`src/iwm_pkg.sv`:
```
package iwm_pkg;

    // ======================================================================
    // Shared widths
    // ======================================================================

    typedef logic [7:0] byte_t;       // Data, status or shift register byte
    typedef logic [5:0] win_cnt_t;    // Bit window count in 7 MHz ticks
    typedef logic [5:0] async_cnt_t;  // Async clear countdown in ticks

    // ======================================================================
    // Read decoder states
    // ======================================================================

    typedef enum logic [1:0] {
        ST_IDLE,    // Disk inactive or just restarted
        ST_EDGE_0,  // Waiting for flux within a full window
        ST_EDGE_1   // Flux seen, waiting out half a window
    } rw_state_t;

    // Q7/Q6 register choice for a CPU read
    typedef enum logic [1:0] {
        SEL_DATA      = 2'b00,
        SEL_STATUS    = 2'b01,
        SEL_HANDSHAKE = 2'b10,
        SEL_ONES      = 2'b11
    } reg_sel_t;

    // ======================================================================
    // Default timing, in 7 MHz ticks
    // ======================================================================

    localparam win_cnt_t   DEF_WIN_FAST    = 6'd14;  // 3.5-inch drive or fast mode
    localparam win_cnt_t   DEF_WIN_SLOW    = 6'd28;  // 5.25-inch drive, slow mode
    localparam async_cnt_t DEF_ASYNC_CLEAR = 6'd14;  // About 2 us at 7 MHz

    // Write handshake read value, write path not present so buffer always empty
    localparam byte_t HANDSHAKE_VALUE = 8'h80;

endpackage
```
`src/iwm_flux.sv`:
```
`timescale 1ns/1ns

module iwm_flux
    import iwm_pkg::*;
#(
    parameter win_cnt_t   WIN_FAST    = DEF_WIN_FAST,
    parameter win_cnt_t   WIN_SLOW    = DEF_WIN_SLOW,
    parameter async_cnt_t ASYNC_CLEAR = DEF_ASYNC_CLEAR
) (
    input  logic       CLK_14M,
    input  logic       RESET,
    input  logic       CLK_7M_EN,        // Decoder tick
    input  logic       CEN,
    input  logic [3:0] ADDR,
    input  logic       RD,
    input  logic       SW_Q6,
    input  logic       SW_Q7,
    input  byte_t      SW_MODE,
    input  logic       FLUX_TRANSITION,
    input  logic       MOTOR_ACTIVE,     // Motor command, not gated by disk
    input  logic       MOTOR_SPINNING,
    input  logic       DISK_READY,
    input  logic       DISK_MOUNTED,
    input  logic       IS_35_INCH,
    input  logic       SENSE_BIT,
    output byte_t      DATA_OUT
);

    logic  disk_active;
    logic  load_full, load_half, expire;
    logic  shift_bit, bit_val, clear_rsh;
    logic  data_read_done;
    byte_t data_value;

    assign disk_active = MOTOR_SPINNING && DISK_READY;

    iwm_window_timer #(.WIN_FAST(WIN_FAST), .WIN_SLOW(WIN_SLOW)) i_timer (
        .CLK_14M, .RESET, .tick(CLK_7M_EN), .is_35_inch(IS_35_INCH),
        .fast_mode(SW_MODE[3]), .load_full, .load_half, .expire
    );

    iwm_read_fsm i_fsm (
        .CLK_14M, .RESET, .tick(CLK_7M_EN), .disk_active, .flux(FLUX_TRANSITION),
        .expire, .load_full, .load_half, .shift_bit, .bit_val, .clear_rsh
    );

    iwm_data_latch #(.ASYNC_CLEAR(ASYNC_CLEAR)) i_latch (
        .CLK_14M, .RESET, .tick(CLK_7M_EN), .disk_active, .motor_active(MOTOR_ACTIVE),
        .async_mode(SW_MODE[1]), .shift_bit, .bit_val, .clear_rsh, .data_read_done,
        .data_value
    );

    iwm_reg_read i_reg_read (
        .CLK_14M, .RESET, .CEN, .RD, .ADDR, .SW_Q6, .SW_Q7, .motor_active(MOTOR_ACTIVE),
        .disk_mounted(DISK_MOUNTED), .sense_bit(SENSE_BIT), .mode(SW_MODE), .data_value,
        .data_read_done, .DATA_OUT
    );

endmodule

```
`src/iwm_reg_read.sv`:
```
`timescale 1ns/1ns

module iwm_reg_read
    import iwm_pkg::*;
(
    input  logic       CLK_14M,
    input  logic       RESET,
    input  logic       CEN,             // CPU bus phase strobe
    input  logic       RD,
    input  logic [3:0] ADDR,            // Low nibble of the IWM address
    input  logic       SW_Q6,           // Latched Q6
    input  logic       SW_Q7,           // Latched Q7
    input  logic       motor_active,
    input  logic       disk_mounted,
    input  logic       sense_bit,       // Drive status sense line
    input  byte_t      mode,            // Mode register
    input  byte_t      data_value,
    output logic       data_read_done,  // Falling end of a data register read
    output byte_t      DATA_OUT
);

    logic     imm_q6;
    logic     imm_q7;
    reg_sel_t sel;
    logic     rd_latched;  // Current CPU read already taken
    logic     data_read;   // Current read selected the data register
    logic     rd_start;
    logic     rd_end;

    // Access to the Q6/Q7 switch itself overrides the latched value
    assign imm_q6 = (ADDR[3:1] == 3'b110) ? ADDR[0] : SW_Q6;
    assign imm_q7 = (ADDR[3:1] == 3'b111) ? ADDR[0] : SW_Q7;
    assign sel    = reg_sel_t'({imm_q7, imm_q6});

    assign rd_start       = RD && CEN && !rd_latched;      // First cycle of the read
    assign rd_end         = rd_latched && (!RD || !CEN);
    assign data_read_done = rd_end && data_read;

    always_ff @(posedge CLK_14M or posedge RESET) begin
        if (RESET) begin
            rd_latched <= 1'b0;
            data_read  <= 1'b1;
        end else if (rd_end) begin
            rd_latched <= 1'b0;
        end else if (rd_start) begin
            rd_latched <= 1'b1;
            data_read  <= (sel == SEL_DATA);
        end
    end

    // Read multiplexer
    always_comb begin
        case (sel)
            SEL_DATA:      DATA_OUT = motor_active ? data_value : 8'hFF;
            SEL_STATUS:    DATA_OUT = {sense_bit, 1'b0, motor_active && disk_mounted,
                                       mode[4:0]};
            SEL_HANDSHAKE: DATA_OUT = HANDSHAKE_VALUE;
            default:       DATA_OUT = 8'hFF;  // Q7 and Q6 both set
        endcase
    end

endmodule

```
`src/iwm_data_latch.sv`:
```
`timescale 1ns/1ns

module iwm_data_latch
    import iwm_pkg::*;
#(
    parameter async_cnt_t ASYNC_CLEAR = DEF_ASYNC_CLEAR
) (
    input  logic  CLK_14M,
    input  logic  RESET,
    input  logic  tick,            // 7 MHz enable
    input  logic  disk_active,
    input  logic  motor_active,    // Motor command on
    input  logic  async_mode,      // Mode register bit 1
    input  logic  shift_bit,
    input  logic  bit_val,
    input  logic  clear_rsh,
    input  logic  data_read_done,  // End of a CPU data register read
    output byte_t data_value       // Byte as the CPU sees it
);

    byte_t      rsh;        // Read shift register
    byte_t      data_reg;   // Last completed byte
    logic       ack;        // Top bit already seen by the CPU
    async_cnt_t async_cnt;  // Ticks left until the async clear
    logic       byte_completing;
    byte_t      data_raw;
    logic       mask_top;

    // ======================================================================
    // CPU view of the data register
    // ======================================================================

    // A byte is done once a one reaches the top of the shift register
    assign byte_completing = rsh[7] && disk_active;
    assign data_raw        = byte_completing ? rsh : data_reg;  // Same-cycle bypass

    // Never mask a byte that is landing right now
    assign mask_top   = motor_active && async_mode && ack && !byte_completing;
    assign data_value = mask_top ? (data_raw & 8'h7F) : data_raw;

    // ======================================================================
    // Shift register, data register and async clear
    // ======================================================================

    always_ff @(posedge CLK_14M or posedge RESET) begin
        if (RESET) begin
            rsh       <= '0;
            data_reg  <= '0;
            ack       <= 1'b0;
            async_cnt <= '0;
        end else begin
            if (clear_rsh) begin
                rsh <= '0;
            end else if (shift_bit) begin
                rsh <= {rsh[6:0], bit_val};  // MSB first off the disk
            end

            // Countdown after an acknowledged read
            if (tick && (async_cnt != '0)) begin
                if ((async_cnt == async_cnt_t'(1)) && async_mode && !byte_completing) begin
                    data_reg <= '0;
                    ack      <= 1'b0;
                end
                async_cnt <= async_cnt - async_cnt_t'(1);
            end

            // First read of a valid byte in async mode
            if (data_read_done && motor_active && async_mode && data_raw[7] &&
                !byte_completing) begin
                ack <= 1'b1;
                if (async_cnt == '0) async_cnt <= ASYNC_CLEAR;  // Running count kept
            end

            // Byte complete, new byte cancels any pending clear
            if (tick && byte_completing) begin
                data_reg  <= rsh;
                rsh       <= '0;
                ack       <= 1'b0;
                async_cnt <= '0;
            end

            if (!disk_active) begin
                ack       <= 1'b0;
                async_cnt <= '0;
            end
        end
    end

endmodule

```
`src/iwm_read_fsm.sv`:
```
`timescale 1ns/1ns

module iwm_read_fsm
    import iwm_pkg::*;
(
    input  logic CLK_14M,
    input  logic RESET,
    input  logic tick,         // 7 MHz enable
    input  logic disk_active,  // Motor spinning and track data valid
    input  logic flux,         // Flux reversal level from the drive
    input  logic expire,       // Window timer at its last tick
    output logic load_full,
    output logic load_half,
    output logic shift_bit,    // Strobe a decoded bit into the shift register
    output logic bit_val,
    output logic clear_rsh     // Restart byte assembly
);

    rw_state_t state;
    logic      prev_flux;
    logic      flux_seen;      // Edge caught at 14 MHz, held until a tick
    logic      flux_pending;   // Edge caught during edge-1, used on return
    logic      flux_edge;
    logic      step;           // Decoder advances this cycle

    assign flux_edge = flux && !prev_flux;
    assign step      = tick && disk_active;

    // ======================================================================
    // Strobes to the timer and the shift register
    // ======================================================================

    always_comb begin
        load_full = 1'b0;
        load_half = 1'b0;
        shift_bit = 1'b0;
        bit_val   = 1'b0;
        clear_rsh = 1'b0;
        if (step) begin
            case (state)
                ST_IDLE: begin
                    load_full = 1'b1;   // Start first window
                    clear_rsh = 1'b1;   // Partial bits are dropped
                end
                ST_EDGE_0: begin
                    if (flux_seen || flux_pending) begin
                        load_half = 1'b1;  // Flux wins over a same-tick expire
                    end else if (expire) begin
                        shift_bit = 1'b1;  // Empty window is a zero
                        load_full = 1'b1;
                    end
                end
                ST_EDGE_1: begin
                    if (expire) begin
                        shift_bit = 1'b1;
                        bit_val   = 1'b1;  // Flux in the window is a one
                        load_full = 1'b1;
                    end
                end
                default: ;
            endcase
        end
    end

    // ======================================================================
    // State and flux capture
    // ======================================================================

    always_ff @(posedge CLK_14M or posedge RESET) begin
        if (RESET) begin
            state        <= ST_IDLE;
            prev_flux    <= 1'b0;
            flux_seen    <= 1'b0;
            flux_pending <= 1'b0;
        end else begin
            prev_flux <= flux;
            // Every active tick consumes the capture, a new edge always lands
            flux_seen <= disk_active && (flux_edge || (flux_seen && !tick));
            if (!disk_active) begin
                state        <= ST_IDLE;
                flux_pending <= 1'b0;
            end else if (tick) begin
                case (state)
                    ST_IDLE: state <= ST_EDGE_0;
                    ST_EDGE_0: begin
                        if (flux_seen || flux_pending) begin
                            state        <= ST_EDGE_1;
                            flux_pending <= 1'b0;
                        end
                    end
                    ST_EDGE_1: begin
                        if (flux_seen) flux_pending <= 1'b1;  // Early flux of the next one
                        if (expire) state <= ST_EDGE_0;
                    end
                    default: state <= ST_IDLE;
                endcase
            end
        end
    end

endmodule

```
`src/iwm_window_timer.sv`:
```
`timescale 1ns/1ns

module iwm_window_timer
    import iwm_pkg::*;
#(
    parameter win_cnt_t WIN_FAST = DEF_WIN_FAST,
    parameter win_cnt_t WIN_SLOW = DEF_WIN_SLOW
) (
    input  logic CLK_14M,
    input  logic RESET,
    input  logic tick,        // 7 MHz enable
    input  logic is_35_inch,
    input  logic fast_mode,   // Mode register bit 3
    input  logic load_full,
    input  logic load_half,
    output logic expire       // Last tick of the current window
);

    win_cnt_t count;
    win_cnt_t full_win;
    win_cnt_t half_win;

    // 3.5-inch drives always run the short window
    assign full_win = (is_35_inch || fast_mode) ? WIN_FAST : WIN_SLOW;
    assign half_win = full_win >> 1;  // Half window is always half

    assign expire = tick && (count == win_cnt_t'(1));

    always_ff @(posedge CLK_14M or posedge RESET) begin
        if (RESET) begin
            count <= '0;
        end else if (load_full) begin
            count <= full_win;                 // Loads win over the decrement
        end else if (load_half) begin
            count <= half_win;
        end else if (tick && (count != '0)) begin
            count <= count - win_cnt_t'(1);    // Holds at zero while idle
        end
    end

endmodule

```
`config.mk`:
```
export PLATFORM = sky130hd
export DESIGN_NAME = iwm_flux
export DESIGN_NICKNAME = d
export VERILOG_FILES = /design/src/iwm_pkg.sv /design/src/iwm_flux.sv /design/src/iwm_reg_read.sv /design/src/iwm_data_latch.sv /design/src/iwm_read_fsm.sv /design/src/iwm_window_timer.sv
export SDC_FILE = /design/constraint.sdc
export NUM_CORES = 1
export LEC_CHECK = 0
export BUFFER_PORTS_ARGS = -buffer_cell sky130_fd_sc_hd__buf_2
export CELL_PAD_IN_SITES_DETAIL_PLACEMENT = 0
export CELL_PAD_IN_SITES_GLOBAL_PLACEMENT = 1
export CORE_UTILIZATION = 43
export DETAILED_ROUTE_END_ITERATION = 8
export PLACE_DENSITY = 0.86
export SYNTH_ARGS = -nofsm -noshare
export SYNTH_HDL_FRONTEND = slang
export SYNTH_SLANG_ARGS = --single-unit
```
`constraint.sdc`:
```
create_clock -name CLK_14M -period 2.4 [get_ports CLK_14M]
set_input_delay 0.48 -clock CLK_14M [delete_from_list [all_inputs] [get_ports CLK_14M]]
set_output_delay 0.48 -clock CLK_14M [all_outputs]
set_load 0.005 [all_outputs]
```
==> metrics.md <==
| Metric | Value |
|---|---|
| Status | `complete, no violations` |
| Total Die Area | `5260 sq um` |
| Commonest non-fill, non-tap cell in the layout | `dfrtp_1` |
| Register share of total power | `39.9%` |
| Clock Tree Buf Depth | `2` |
| Synth cell types | `45` |
| Clock power share | `39.5%` |
| Residual DRC | `0` |
| Lkg Pwr | `1.16 nW` |
| Slowest-stage cell, CP | `or3b_2` |
| Final setup fails | `0` |
| Finished Core Util | `roughly 54%` |
| Met2 Usage GRT | `29.0%` |
| Gr usage total | `between 15 and 20%` |
| Fin nets | `301` |
| Buffers & Inverters on Critical Path | `2` |
| Cts bufs inserted | `5` |
| Delay-heaviest family, CP | `simple AND/OR/NAND/NOR gates` |
| Min Tclk post-route | `2.27 ns` |
| Internal | `1.38 mW` |
| Skew final | `0.00756 ns` |
| Sw Pwr | `just under 0.5 mW` |
| Synth Area in Compound Gates | `19.1%` |
| CTS Root Cell | `clkbuf_8` |
| Worst relative slew slack | `between 60 and 70%` |
| GPL Wtd Cong | `0.767` |
| Iter 0 DRT Violations | `50` |
| Antenna violations before repair | `0` |
| CP Capture Type | `flop` |
| Seq/Total Area, Yosys | `between 40 and 50%` |
| Die X | `approximately 73 microns` |
| Worst hold margin | `0.286 ns` |
| Maximum single-stage delay on the critical path | `0.48 ns` |
| Vias in the first global route | `1597` |
| Fin area | `roughly 2500 sq um` |
| Synthesized area | `2140 sq um` |
| Setup crit start kind | `flop` |
| Initial Utilization | `45.0%` |
| M1 GR Usage | `24.1%` |
| ANT nets after route | `0` |
| Max Transition Viols Final | `0` |
| Total Power | `approximately 1.9 mW` |
| Post-synth EDFFs | `0` |
| Routed WL | `4410 microns` |
| Clock sinks | `36` |
| Pre-CTS setup slack | `0.125 ns` |
| CP Depth | `7` |
| H-Tree Depth | `2` |
| Hold WC Path Type | `in2async` |
| Period utilization | `94.7%` |
| Clock-pin slew on the worst setup and hold paths | `0.08 ns` |
| Peak Freq | `440 MHz` |
| Wire length of the first global-routing pass | `7230 microns` |
| HPWL Detailed | `roughly 3300 microns` |
| Worst Path Arrival | `2.50 ns` |
| Core Rows | `25` |
| Syn-to-layout area delta | `18.9%` |
| Post-route setup slack | `about 0.13 ns` |
| Syn_area_per_cell | `roughly 9.4 sq um` |
| Insertion delay to the later sink of the worst-skew pair | `0.29 ns` |
| Area after DPL | `2380 sq um` |
| Worst-path fanout max | `7` |
| Number of fillers in the final layout | `444` |
| Wire length per cell | `13.3 microns` |
| Final hold violation count | `0` |
| I/O pin count | `34` |
| Busiest grt layer | `met2` |
| Commonest cells after routing, fill and taps aside | `dfrtp_1 (35), buf_2 (30), nand2_1 (24)` |
| Leading area contributor after synthesis | `dfrtp_1` |
| Worst slew pin tran | `0.569 ns` |
| FF+latch count, synth | `36` |
| DR vias | `1757` |
| Crit Path Class | `reg2reg` |
| Final TNS setup | `0 ns` |
| Global-route met3 utilization | `4.03%` |
| Asr flop ratio synth | `100%` |
| Syn nets | `266` |
| Chip Height | `slightly above 70 microns` |
| Largest net degree at the start of global routing | `37` |
| Final Non-Filler Cells | `331` |
| Pre-antenna DRT Iters | `4` |
| Register area | `902 sq um` |
| Dominant synthesized flop cell | `dfrtp_1` |
| RSZ-0062 raised after global routing | `false` |
| Maxcap violations | `0` |
| Crit-path cells | `inv_1, ha_1, or3b_2, a2111o_1, nor4_4, buf_4, a22o_1` |
| WP data required | `2.63 ns` |
| Largest cells by area after synthesis | `dfrtp_1 (41%), ha_1 (7.0%), a22o_1 (6.5%)` |
| Post-synth top area share | `40.9%` |
| Footprint of the multi-input gates | `1160 sq um` |
| Yosys warns | `0` |
| VDD IR max | `about 0.00042 V` |
| Sw Ratio | `26.3%` |
| Reg2reg path depth | `7` |
| Gate Count Post-Synth | `228` |
| Comb power frac | `20.6%` |
| CTS tree | `built` |
| DP Cell Count | `approximately 320` |
| Largest family of logic cells by synthesized area | `simple AND/OR/NAND/NOR gates` |
| Mux contribution to synthesized area | `4.56%` |
| Pwr/cell area | `737 nW/um^2` |
| Gr ovfl total | `0` |
| Synth Area in Simple Gates | `20.9%` |
| Antenna Cells | `0` |
| XOR/XNOR Fraction of Synth Area | `2.86%` |
| PortBufs | `30` |
| Core box area | `4750 sq um` |
| Share of cells above drive strength 1 | `about 22%` |
| Vias per cell | `5.31` |
| Adder and majority gate portion of the synthesized area | `7.01%` |
## repair_timing
item	in CTS	in global routing
hold buffers	0	0
setup buffers	0	1
setup endpoints to repair	0	10
gates resized for setup	0	1
## power by group through the flow
| stage | Sequential [mW] | Clock (mW) | Combinational [mW] |
|---|---|---|---|
| 2_1_floorplan | 0.744 | 0 | 0.285 |
| 3_3_place_gp | 0.758 | 0 | 0.378 |
| 3_5_place_dp | 0.761 | 0 | 0.388 |
| 4_1_cts | 0.749 | 0.757 | 0.389 |
| 5_1_grt | 0.757 | 0.782 | 0.442 |
| 6_report | 0.749 | 0.742 | 0.386 |
## path summary, 6_finish.rpt
path / start / to / slack [ns]
hold reg to reg: i_fsm.prev_flux / i_fsm.flux_seen / 0.49
min in group CLK_14M: FLUX_TRANSITION / i_fsm.prev_flux / 0.32
max in group asynchronous: RESET / i_reg_read.data_read / 1.76
hold / removal: RESET / i_latch.data_reg[4] / 0.29
setup / recovery: i_fsm.state[1] / i_latch.rsh[4] / 0.13
setup reg to reg: i_fsm.state[1] / i_latch.rsh[4] / 0.13
## cell usage after synthesis (4+ instances only)
master,number
a21oi_1,10
a22o_1,16
a31oi_1,4
clkbuf_1,7
dfrtp_1,35
ha_1,12
inv_1,13
mux2_2,6
nand2_1,24
nand3_1,13
nor2_1,23
nor3_1,5
o21ai_0,7
o2bb2ai_1,6
xor2_1,4
## cells by family (layout without fill, tap and decap cells)
kind of cell               Yosys count  in the layout
adders and majority gates           12             12
xor gates and xnor gates             7              7
buffers and inverters               20             56
and+or+nand+nor                     88             88
AOI/OAI and AO/OA                   56             56
muxes                                9              9
DFF                                 36             36
## area by class of cell
| cell class | instances | share of cell area [%] |
|---|---|---|
| clock inverter | 3 | 3.54 |
| inverter | 13 | 1.92 |
| timing repair buffer | 35 | 7.37 |
| clock buffer | 5 | 2.70 |
| sequential | 36 | 35.4 |
| multi-input combinational | 172 | 45.7 |
| tap | 67 | 3.29 |
## per-layer routing
| layer | up-vias | wire length (microns) |
|---|---|---|
| li1 | 899 | - |
| met3 | 4 | 207 |
| met1 | 814 | 2170 |
| met4 | 0 | 37 |
| met2 | 40 | 2000 |
| met5 | - | 0 |
## worst reg2reg max path, stage by stage (launching register included)
cell      delay, ns
dfrtp_1        0.40
inv_1          0.10
ha_1           0.18
or3b_2         0.48
a2111o_1       0.44
nor4_4         0.28
buf_4          0.19
a22o_1         0.14
No activity file was read; power rests on OpenSTA's default activity.
